**src/lcd_config.svh**
```systemverilog
`ifndef LCD_CONFIG_SVH
`define LCD_CONFIG_SVH

//////////////////////////////////////////////////
// Panel bus timing
//////////////////////////////////////////////////

// Clock cycles in each of setup, enable-high and hold
// Small for simulation, raise for a real panel
`define LCD_PHASE_CYCLES 4

// Extra idle cycles after the clear instruction
// Clear is the slow instruction on HD44780 parts
`define LCD_CLEAR_WAIT 40

//////////////////////////////////////////////////
// Panel geometry
//////////////////////////////////////////////////

// Characters per row
`define LCD_COLS 16

// Rows on the panel
`define LCD_ROWS 2

`endif

```
**src/lcd_pkg.sv**
```systemverilog
package lcd_pkg;

   //////////////////////////////////////////////////
   // Host word layouts
   //////////////////////////////////////////////////

   // Character write, one cell at row and column
   typedef struct packed {
      logic       row;
      logic [3:0] col;
      logic [7:0] ch;
   } lcd_char_write_t;

   // Fill operations
   // Codes 2 and 3 are ignored by the buffer
   typedef enum logic [1:0] {
      fill_all = 2'd0,
      fill_row = 2'd1
   } lcd_fill_op_e;

   // Fill command, whole screen or one row
   typedef struct packed {
      lcd_fill_op_e op;
      logic         row;
      logic [1:0]   pad;
      logic [7:0]   ch;
   } lcd_fill_cmd_t;

   // Same 13 bits, decoded by host_cmd
   typedef union packed {
      lcd_char_write_t wr;
      lcd_fill_cmd_t   fill;
   } lcd_host_word_u;

   //////////////////////////////////////////////////
   // Sequencer
   //////////////////////////////////////////////////

   typedef enum logic [1:0] {
      st_init,
      st_line_addr,
      st_line_data
   } lcd_seq_state_e;

endpackage

```
**src/lcd_bus_timing.sv**
```systemverilog
`include "lcd_config.svh"

module lcd_bus_timing (
   input  logic       clk,
   input  logic       rst,
   input  logic       xfer_req,
   input  logic       xfer_rs,
   input  logic [7:0] xfer_data,
   output logic       xfer_ack,
   output logic       lcd_rs,
   output logic       lcd_rw,
   output logic       lcd_en,
   output logic [7:0] lcd_data
);

   // Counter covers the longer of phase and clear wait
   localparam int CNT_MAX = (`LCD_CLEAR_WAIT > `LCD_PHASE_CYCLES) ?
                            `LCD_CLEAR_WAIT : `LCD_PHASE_CYCLES;
   localparam int CNT_W   = $clog2(CNT_MAX + 1);

   localparam logic [CNT_W-1:0] PHASE_LAST = CNT_W'(`LCD_PHASE_CYCLES - 1);
   localparam logic [CNT_W-1:0] WAIT_LAST  = CNT_W'(`LCD_CLEAR_WAIT - 1);

   // Bus phases
   localparam logic [2:0] P_IDLE   = 3'd0;
   localparam logic [2:0] P_SETUP  = 3'd1;
   localparam logic [2:0] P_ENABLE = 3'd2;
   localparam logic [2:0] P_HOLD   = 3'd3;
   localparam logic [2:0] P_WAIT   = 3'd4;
   localparam logic [2:0] P_ACK    = 3'd5;

   logic [2:0]       phase;
   logic [CNT_W-1:0] cnt;
   logic             is_clear;
   logic             accept;

   // Write-only panel
   assign lcd_rw = 1'b0;

   assign accept = (phase == P_IDLE) && xfer_req;

   // Data pins, loaded at the start of setup, held through hold
   always_ff @(posedge clk)
   begin
      if (accept)
         lcd_data <= xfer_data;
   end

   //////////////////////////////////////////////////
   // Phase sequencing
   //////////////////////////////////////////////////

   always_ff @(posedge clk)
   begin
      if (rst)
      begin
         phase    <= P_IDLE;
         cnt      <= '0;
         is_clear <= 1'b0;
         xfer_ack <= 1'b0;
         lcd_rs   <= 1'b0;
         lcd_en   <= 1'b0;
      end
      else
      begin
         case (phase)
            P_IDLE:
            begin
               if (accept)
               begin
                  lcd_rs   <= xfer_rs;
                  // Clear instruction needs the long wait
                  is_clear <= !xfer_rs && (xfer_data == 8'h01);
                  cnt      <= '0;
                  phase    <= P_SETUP;
               end
            end
            P_SETUP:
            begin
               cnt <= cnt + 1'b1;
               if (cnt == PHASE_LAST)
               begin
                  cnt    <= '0;
                  lcd_en <= 1'b1;
                  phase  <= P_ENABLE;
               end
            end
            P_ENABLE:
            begin
               cnt <= cnt + 1'b1;
               if (cnt == PHASE_LAST)
               begin
                  cnt    <= '0;
                  // Panel latches on this falling edge
                  lcd_en <= 1'b0;
                  phase  <= P_HOLD;
               end
            end
            P_HOLD:
            begin
               cnt <= cnt + 1'b1;
               if (cnt == PHASE_LAST)
               begin
                  cnt <= '0;
                  if (is_clear)
                     phase <= P_WAIT;
                  else
                  begin
                     xfer_ack <= 1'b1;
                     phase    <= P_ACK;
                  end
               end
            end
            P_WAIT:
            begin
               cnt <= cnt + 1'b1;
               if (cnt == WAIT_LAST)
               begin
                  cnt      <= '0;
                  xfer_ack <= 1'b1;
                  phase    <= P_ACK;
               end
            end
            default:
            begin
               // Close the four-phase handshake
               if (!xfer_req)
               begin
                  xfer_ack <= 1'b0;
                  phase    <= P_IDLE;
               end
            end
         endcase
      end
   end

endmodule

```
**src/lcd_display_top.sv**
```systemverilog
module lcd_display_top (
   input  logic                   clk,
   input  logic                   rst,
   // Host port, four-phase
   input  logic                   host_req,
   input  logic                   host_cmd,
   input  lcd_pkg::lcd_host_word_u host_word,
   output logic                   host_ack,
   // Panel pins
   output logic                   lcd_rs,
   output logic                   lcd_rw,
   output logic                   lcd_en,
   output logic [7:0]             lcd_data
);

   //////////////////////////////////////////////////
   // Internal links
   //////////////////////////////////////////////////

   // Refresh read, buffer to sequencer
   logic [4:0] rd_addr;
   logic [7:0] rd_char;

   // Byte transfer, sequencer to bus timing
   logic       xfer_req;
   logic       xfer_ack;
   logic       xfer_rs;
   logic [7:0] xfer_data;

   lcd_text_buffer u_buffer (
      .clk       (clk),
      .rst       (rst),
      .host_req  (host_req),
      .host_cmd  (host_cmd),
      .host_word (host_word),
      .rd_addr   (rd_addr),
      .host_ack  (host_ack),
      .rd_char   (rd_char)
   );

   lcd_sequencer u_sequencer (
      .clk       (clk),
      .rst       (rst),
      .rd_char   (rd_char),
      .xfer_ack  (xfer_ack),
      .rd_addr   (rd_addr),
      .xfer_req  (xfer_req),
      .xfer_rs   (xfer_rs),
      .xfer_data (xfer_data)
   );

   lcd_bus_timing u_bus (
      .clk       (clk),
      .rst       (rst),
      .xfer_req  (xfer_req),
      .xfer_rs   (xfer_rs),
      .xfer_data (xfer_data),
      .xfer_ack  (xfer_ack),
      .lcd_rs    (lcd_rs),
      .lcd_rw    (lcd_rw),
      .lcd_en    (lcd_en),
      .lcd_data  (lcd_data)
   );

endmodule

```
**src/lcd_sequencer.sv**
```systemverilog
`include "lcd_config.svh"

module lcd_sequencer (
   input  logic       clk,
   input  logic       rst,
   input  logic [7:0] rd_char,
   input  logic       xfer_ack,
   output logic [4:0] rd_addr,
   output logic       xfer_req,
   output logic       xfer_rs,
   output logic [7:0] xfer_data
);
   import lcd_pkg::*;

   localparam logic [3:0] LAST_COL  = 4'(`LCD_COLS - 1);
   localparam logic [2:0] INIT_LAST = 3'd4;

   lcd_seq_state_e state;
   logic [2:0]     init_idx;
   logic           line;
   logic [3:0]     col;
   // Next byte to put on the transfer port
   logic           next_rs;
   logic [7:0]     next_data;
   logic           launch;
   logic           done;

   //////////////////////////////////////////////////
   // Power-up instruction table
   //////////////////////////////////////////////////

   function automatic logic [7:0] init_byte(input logic [2:0] idx);
      logic [7:0] b;
      case (idx)
         // Function set, 8-bit bus, two lines, 5x8 font
         3'd0:    b = 8'h38;
         // Display off
         3'd1:    b = 8'h08;
         // Clear
         3'd2:    b = 8'h01;
         // Entry mode, increment, no shift
         3'd3:    b = 8'h06;
         // Display on, cursor off
         default: b = 8'h0C;
      endcase
      return b;
   endfunction

   // Refresh read follows the position, so the next character
   // is fetched while the current transfer closes
   assign rd_addr = {line, col};

   // New transfer only once the previous one is fully closed
   assign launch = !xfer_req && !xfer_ack;
   // Ack seen, byte accepted
   assign done = xfer_req && xfer_ack;

   always_comb
   begin
      next_rs   = 1'b0;
      next_data = init_byte(init_idx);
      case (state)
         st_line_addr:
            // Set DDRAM address, 0x80 or 0xC0
            next_data = {1'b1, line, 6'd0};
         st_line_data:
         begin
            next_rs   = 1'b1;
            next_data = rd_char;
         end
         default:
            next_rs = 1'b0;
      endcase
   end

   // Transfer payload
   always_ff @(posedge clk)
   begin
      if (launch)
      begin
         xfer_rs   <= next_rs;
         xfer_data <= next_data;
      end
   end

   //////////////////////////////////////////////////
   // Init walk, then endless line refresh
   //////////////////////////////////////////////////

   always_ff @(posedge clk)
   begin
      if (rst)
      begin
         state    <= st_init;
         init_idx <= 3'd0;
         line     <= 1'b0;
         col      <= 4'd0;
         xfer_req <= 1'b0;
      end
      else if (launch)
         xfer_req <= 1'b1;
      else if (done)
      begin
         xfer_req <= 1'b0;
         case (state)
            st_init:
            begin
               if (init_idx == INIT_LAST)
               begin
                  line  <= 1'b0;
                  col   <= 4'd0;
                  state <= st_line_addr;
               end
               else
                  init_idx <= init_idx + 3'd1;
            end
            st_line_addr:
               state <= st_line_data;
            default:
            begin
               if (col == LAST_COL)
               begin
                  // Line done, switch to the other line
                  col   <= 4'd0;
                  line  <= ~line;
                  state <= st_line_addr;
               end
               else
                  col <= col + 4'd1;
            end
         endcase
      end
   end

endmodule

```
**src/lcd_text_buffer.sv**
```systemverilog
`include "lcd_config.svh"

module lcd_text_buffer (
   input  logic                   clk,
   input  logic                   rst,
   input  logic                   host_req,
   input  logic                   host_cmd,
   input  lcd_pkg::lcd_host_word_u host_word,
   input  logic [4:0]             rd_addr,
   output logic                   host_ack,
   output logic [7:0]             rd_char
);
   import lcd_pkg::*;

   localparam int         CELLS    = `LCD_COLS * `LCD_ROWS;
   localparam logic [3:0] LAST_COL = 4'(`LCD_COLS - 1);

   // Control states
   localparam logic [1:0] B_IDLE     = 2'd0;
   localparam logic [1:0] B_FILL     = 2'd1;
   localparam logic [1:0] B_ACK_SET  = 2'd2;
   localparam logic [1:0] B_ACK_WAIT = 2'd3;

   logic [7:0] mem [CELLS];
   logic       req_q;
   logic [1:0] state;
   // Fill engine
   logic       fill_host;
   logic [4:0] fill_addr;
   logic [4:0] fill_last;
   logic [7:0] fill_ch;
   // Single write port
   logic       mem_we;
   logic [4:0] mem_waddr;
   logic [7:0] mem_wdata;

   //////////////////////////////////////////////////
   // Write port select
   //////////////////////////////////////////////////

   always_comb
   begin
      mem_we    = 1'b0;
      mem_waddr = fill_addr;
      mem_wdata = fill_ch;
      if (state == B_FILL)
         mem_we = 1'b1;
      // Character write goes straight in, one cycle
      else if (state == B_IDLE && req_q && !host_cmd)
      begin
         mem_we    = 1'b1;
         mem_waddr = {host_word.wr.row, host_word.wr.col};
         mem_wdata = host_word.wr.ch;
      end
   end

   // Frame memory with registered refresh read
   always_ff @(posedge clk)
   begin
      if (mem_we)
         mem[mem_waddr] <= mem_wdata;
      rd_char <= mem[rd_addr];
   end

   //////////////////////////////////////////////////
   // Host handshake and fill engine
   //////////////////////////////////////////////////

   always_ff @(posedge clk)
   begin
      if (rst)
      begin
         req_q     <= 1'b0;
         host_ack  <= 1'b0;
         // Power-up clear of the screen to spaces
         state     <= B_FILL;
         fill_host <= 1'b0;
         fill_addr <= 5'd0;
         fill_last <= 5'(CELLS - 1);
         fill_ch   <= 8'h20;
      end
      else
      begin
         // Host request sampled once, held off during a fill
         req_q <= host_req;
         case (state)
            B_IDLE:
            begin
               if (req_q)
               begin
                  if (!host_cmd)
                     state <= B_ACK_SET;
                  else if (host_word.fill.op == fill_all)
                  begin
                     fill_addr <= 5'd0;
                     fill_last <= 5'(CELLS - 1);
                     fill_ch   <= host_word.fill.ch;
                     fill_host <= 1'b1;
                     state     <= B_FILL;
                  end
                  else if (host_word.fill.op == fill_row)
                  begin
                     fill_addr <= {host_word.fill.row, 4'd0};
                     fill_last <= {host_word.fill.row, LAST_COL};
                     fill_ch   <= host_word.fill.ch;
                     fill_host <= 1'b1;
                     state     <= B_FILL;
                  end
                  // Unknown op, acked with no effect
                  else
                     state <= B_ACK_SET;
               end
            end
            B_FILL:
            begin
               if (fill_addr == fill_last)
                  state <= fill_host ? B_ACK_SET : B_IDLE;
               else
                  fill_addr <= fill_addr + 5'd1;
            end
            B_ACK_SET:
            begin
               host_ack <= 1'b1;
               state    <= B_ACK_WAIT;
            end
            default:
            begin
               // Wait for the host to let go
               if (!req_q)
               begin
                  host_ack <= 1'b0;
                  state    <= B_IDLE;
               end
            end
         endcase
      end
   end

endmodule

```
**config.mk**
```make
export PLATFORM = sky130hd
export DESIGN_NAME = lcd_display_top
export DESIGN_NICKNAME = d
export VERILOG_FILES = /design/src/lcd_pkg.sv /design/src/lcd_bus_timing.sv /design/src/lcd_display_top.sv /design/src/lcd_sequencer.sv /design/src/lcd_text_buffer.sv
export VERILOG_INCLUDE_DIRS = /design/src /design/src/src
export SDC_FILE = /design/constraint.sdc
export NUM_CORES = 1
export LEC_CHECK = 0
export ABC_CLOCK_PERIOD_IN_PS = 3000
export BUFFER_PORTS_ARGS = -buffer_cell sky130_fd_sc_hd__buf_2
export CAP_MARGIN = 20
export CELL_PAD_IN_SITES_DETAIL_PLACEMENT = 1
export CELL_PAD_IN_SITES_GLOBAL_PLACEMENT = 1
export CORE_MARGIN = 10
export CORE_UTILIZATION = 53
export CTS_CLUSTER_SIZE = 16
export DETAILED_ROUTE_END_ITERATION = 10
export PLACE_DENSITY = 0.86
export SLEW_MARGIN = 20
export SYNTH_ARGS = -nofsm -noshare
export SYNTH_HDL_FRONTEND = slang
export SYNTH_SLANG_ARGS = --single-unit
```
**constraint.sdc**
```tcl
create_clock -name clk -period 3 [get_ports clk]
set_clock_uncertainty 0.05 [all_clocks]
set_input_delay 0.3 -clock clk [delete_from_list [all_inputs] [get_ports clk]]
set_output_delay 0.3 -clock clk [all_outputs]
set_load 0.02 [all_outputs]
```
# Word-level counts from Yosys, hierarchy flattened
# Memory sizes are Yosys's and may differ from the RTL's. A register that Yosys moved wholly into a read port is not among the register bits.
# Index checks and enable logic that the tools add are counted.
# op_classes
n_addsub,4
n_eq_ne,34
n_mux,64
bitwise_logic,6
reduce_logical,38
# op_table
op,count
$mux 5,9
$mux 8,4
$pmux 6 s4,1
$mux 1,19
$mux 2,9
$mux 3,6
$mux 6,3
$pmux 6 s3,1
$pmux 8 s2,1
$reduce_and 4->1,4
$pmux 3 s5,1
$reduce_and 5->1,3
$ne 2x1->1 const B,7
$eq 3x2->1 const B,4
$ne 2x2->1 const B,5
$pmux 5 s2,1
$reduce_bool 2->1,5
$eq 8x1->1 const B,1
$mux 4,2
$pmux 4 s2,1
$add 6x1->6 const B,1
$eq 2x1->1 const B,3
$eq 3x1->1 const B,2
$eq 3x3->1 const B,2
other kinds (27),51
# totals
regBits,64
ramBits,256
in_bits,17
output_inout_bits,12
elab_cells,168
mem_count,1
# mem_list
name,words,width,rd,rd_ports_with_merged_regs,write_ports,line,text
u_buffer.mem,32,8,1,1,1,lcd_text_buffer.sv:24,logic [7:0] mem [CELLS];

# Depth between registers and ports, before layout
# depth
ltp_word,7
depth_mapped,9
mapped_depth_nobuf,7

# By module
# From an unflattened synthesis, not the netlist that was laid out.
# hier_totals
hier_cells,779
hier_area_um2,13107.6
# modules_own_cells
mod,instances,cells_per_inst,area_each_um2,seq_area_each_um2
lcd_text_buffer,1,571,10990.5,8227.9
lcd_bus_timing,1,105,1063.5,500.5
lcd_sequencer,1,103,1053.5,490.5

# Worst setup path before layout
# No wires, ideal clock.
# synth_path
kind,reg2reg
from,reg u_sequencer.xfer_req
to,reg u_sequencer.line
setup_ps,70
arrival_time_ps,2209
required_ps,2880
setup_slack_ps,670
stages_incl_launch_ff,9
n_path_buf,2
period_less_slack_ps,2330
path_cell_list,dfxtp_1 clkbuf_1 inv_1 ha_1 nand2b_1 or3b_1 buf_2 or4_1 a21oi_1
# synth_via
elab_chain_cells,4
elab_cells_between_ends,5
cone_classes,1 x bitwise; 4 x reduce/logical
# synth_lines
item,line,text
from (decl),lcd_sequencer.sv:9,"output logic xfer_req,"
from (signal assigned),lcd_sequencer.sv:98,xfer_req <= 1'b0;
from (signal assigned),lcd_sequencer.sv:101,xfer_req <= 1'b1;
from (signal assigned),lcd_sequencer.sv:104,xfer_req <= 1'b0;
$logic_not 1->1,n/a,
$logic_and 1x1->1,lcd_sequencer.sv:54,assign launch = !xfer_req && !xfer_ack;
named net u_sequencer.launch,lcd_sequencer.sv:25,logic launch;
$not 1->1 (no source line),n/a,
$reduce_and 5->1 (no source line),n/a,
to (signal assigned),lcd_sequencer.sv:125,line <= ~line;
to (decl),lcd_sequencer.sv:20,logic line;
# The timed path passes the listed nets, and every way through them passes these cells.
# A chain may end at the register's enable or synchronous reset.

# Worst setup path in the final report
# Same ends and word-level chain as after synthesis.

==> reports/results.ini <==
[cts]
cts_tree = built
path_clk_slew_ns = 0.06
clk_latency_ns = 0.52
cts_sinks = 324
cts_max_path_buffers = 3
cts_root_buf = clkbuf_16
cts_buffers = 34
htree_levels = 2

[timing]
period_minus_slack_ns = 2.541
maxSlewViolCount = 0
fmaxAchievable_mhz = 393.5
min_period_over_period_pct = 84.72
tightest_slew_ns = 0.9176
relSlewSlack_pct = 37.24
finalSetupViolations = 0
finalSetupTns_ns = 0
hold_viol = 0
grt_setup_unrepaired = no

[power]
p_switching_w = 0.001902
vdd_drop_max_uv = 553.4
powerDensity_nw_per_um2 = 615.8
swShare_pct = 20.61
leakagePower_nw = 5.001
p_comb_share_pct = 3.0
internal_power_w = 0.007328
clkPwrFrac_pct = 43.3
p_seq_share_pct = 53.7
p_total_w = 0.009230

[detailed_routing]
drc = 0
num_vias = 8046
wl_per_cell_um = 25.22
firstDrtPassIters = 5
routed_via_density = 6.072
wl_um = 33420
drt_iter0_drc = 765
ant_nets = 0

[yosys]
synth_warnings = 0
synth_mux_area_share_pct = 10.24
synthTopCellsByCount = edfxtp_1 (273), mux2i_1 (125), nor2_1 (63)
synthAdderAreaFrac_pct = 1.232
synth.top_cell.area_share_pct = 62.07
yosys.area.top_type = edfxtp_1
syn-instance-count = 916
synth_compound_area_share_pct = 8.063
ys_top_cells_by_area = edfxtp_1 (62%), mux2i_1 (9.5%), dfxtp_1 (7.7%)
ys_seq_elements = 324
ys_types = 56
synth_top_family_by_area = multiplexers
synth_ff_type = edfxtp_1
synthesis.area_um2 = 13210
synth_simple_gate_area_share_pct = 7.911
avgSynthCellArea_um2 = 14.42
synthXorXnorAreaFrac_pct = 0.7295
synthArstFlopShare_pct = 0
synth_edf_count = 273
yosysMostFrequentCell = edfxtp_1
yosysSeqAreaShare_pct = 69.81
synth_nets = 946

[die]
die-area_um2 = 31630
die_y_um = 177.9
die_x_um = 177.9
core_um2 = 24390
row_count = 57
start_util_pct = 54.14
io_pins = 29

[finish]
fillCellCount = 2280
layout-drive-gt1-share_pct = 13.49
syn_to_final_growth_pct = 13.49
layout.nets = 1009
diodes = 0

[global_route]
grt_usage_pct = 21.35
grt_pass1_vias = 8646
antenna_found_initial = 0
grtUsageMet1_pct = 26.62
gr-total-overflow = 0
use_met2_pct = 36.15
grt_pass1_wl_um = 51540
grt_max_degree = 84
busiest_layer = met2
met3_usage_pct = 3.804

[setup_path]
startpoint_type = flop
cpPeakStageDelay_ns = 0.51
worstPathRequired_ns = 3.39
critPathTopFamily = simple AND/OR/NAND/NOR gates
end_kind = flop
path_buf_inv = 1
cp_max_fo = 11
worstPathCellList = inv_1 > ha_1 > nand2b_1 > or3b_1 > or4_1 > a21oi_1
cp.arrival_ns = 2.93
slowest_stage = dfxtp_1
setup.worst_path.class = reg2reg

[placed_design]
gp_congestion = 0.8224
portBuffers = 27
dp_hpwl_um = 21060

[worst_hold_path]
hold_path.class = in2reg

[job]
cap_violations = 0

[status]
status = finished clean

[cell families (layout without fill, tap and decap cells)]
| group | count (synthesis) | after routing |
|---|---|---|
| compound gates | 157 | 157 |
| simple gates | 215 | 215 |
| xor+xnor | 11 | 11 |
| fa+ha+maj | 13 | 13 |
| buf+inv | 61 | 146 |
| flops | 324 | 324 |
| mux | 134 | 134 |
| other cells | 1 | 1 |
[power groups by stage]
stage	sequential [W]	combinational (W)	clock (W)
after detailed placement	0.00505	0.000265	0
after global routing	0.00496	0.000301	0.00422
after CTS	0.00495	0.000275	0.00404
after global placement	0.00504	0.000248	0
final	0.00495	0.000277	0.00400
after floorplan	0.00504	0.000160	0
[per-stage QoR]
| stage | hold slack [ns] | cells | worst slack [ns] | area, um2 | util [%] |
|---|---|---|---|---|---|
| after CTS | 0.005916 | 1324 | 0.3479 | 14980 | 61.42 |
| after detailed placement | 0.3891 | 1259 | 0.3646 | 13870 | 56.85 |
| after global routing | 0.01901 | 1325 | 0.3002 | 14990 | 61.45 |
| after floorplan | 0.3536 | 916 | 0.6702 | 13210 | - |
| after global placement | 0.3804 | 1259 | 0.5214 | 13870 | 56.85 |
| final | 0.002176 | 1325 | 0.4585 | 14990 | 61.45 |
[flip-flops by register name, summed over array words and instances, names as in the netlist, 2 cells and up]
name and flops:
u_buffer.fill_addr 5, u_buffer.fill_ch 8, u_buffer.mem 256, u_buffer.rd_char 8
u_buffer.state 2, u_bus.cnt 6, u_bus.lcd_data 8, u_bus.phase 3
u_sequencer.col 4, u_sequencer.init_idx 3, u_sequencer.state 2, u_sequencer.xfer_data 8
[worst paths after layout]
kind,startpoint,endpoint,slack [ns],cells past startpoint
worst min register to register,u_sequencer.xfer_data[3],u_bus.lcd_data[3],0.40,0
worst max-delay path,u_sequencer.xfer_req,u_sequencer.line,0.46,6
worst max register to register,u_sequencer.xfer_req,u_sequencer.line,0.46,6
worst min-delay path,host_word[3],u_buffer.fill_ch[3],0.002,3
[layout make-up]
class                      count  area [um2]  share of cell area [%]
sequential                   324        9223                   61.53
tap                          324       405.4                   2.705
timing repair buffer          75       525.5                   3.506
multi-input combinational    531        3741                   24.96
inverter                      13       48.80                  0.3256
clock buffer                  41       908.4                   6.061
clock inverter                17       136.4                  0.9099
[tightest hold or removal path: cells and delay by family]
family                 cells  cell delay [ns]
AO/OA/AOI/OAI              1             0.05
buffers and inverters      1             0.11
AND/OR/NAND/NOR            1             0.05
[per-layer routing]
metal / wire (um) / vias up / share of wire (%)
li1: - / 3628 / -
met1: 13500 / 4082 / 40
met2: 16780 / 256 / 50
met3: 1902 / 80 / 5.7
met4: 1231 / 0 / 3.7
met5: 0 / - / 0
[placed cells by master (no fill, tap or decap), types with 18 or more instances in the layout]
| cell type | n |
|---|---|
| buf_4 | 39 |
| o21ai_0 | 18 |
| a22oi_1 | 42 |
| nand2_1 | 54 |
| buf_2 | 27 |
| mux2i_1 | 125 |
| clkbuf_16 | 35 |
| nor2_1 | 62 |
| edfxtp_1 | 273 |
| a21oi_1 | 33 |
| dfxtp_1 | 50 |
| nand3_1 | 29 |
[repair_timing]
item / 4_1_cts / 5_1_grt
hold endpoints to repair: 7 / 0
gates resized for setup: 0 / 0
setup buffers: 0 / 0
hold buffers: 7 / 0
Power figures use the tool's default switching activity.
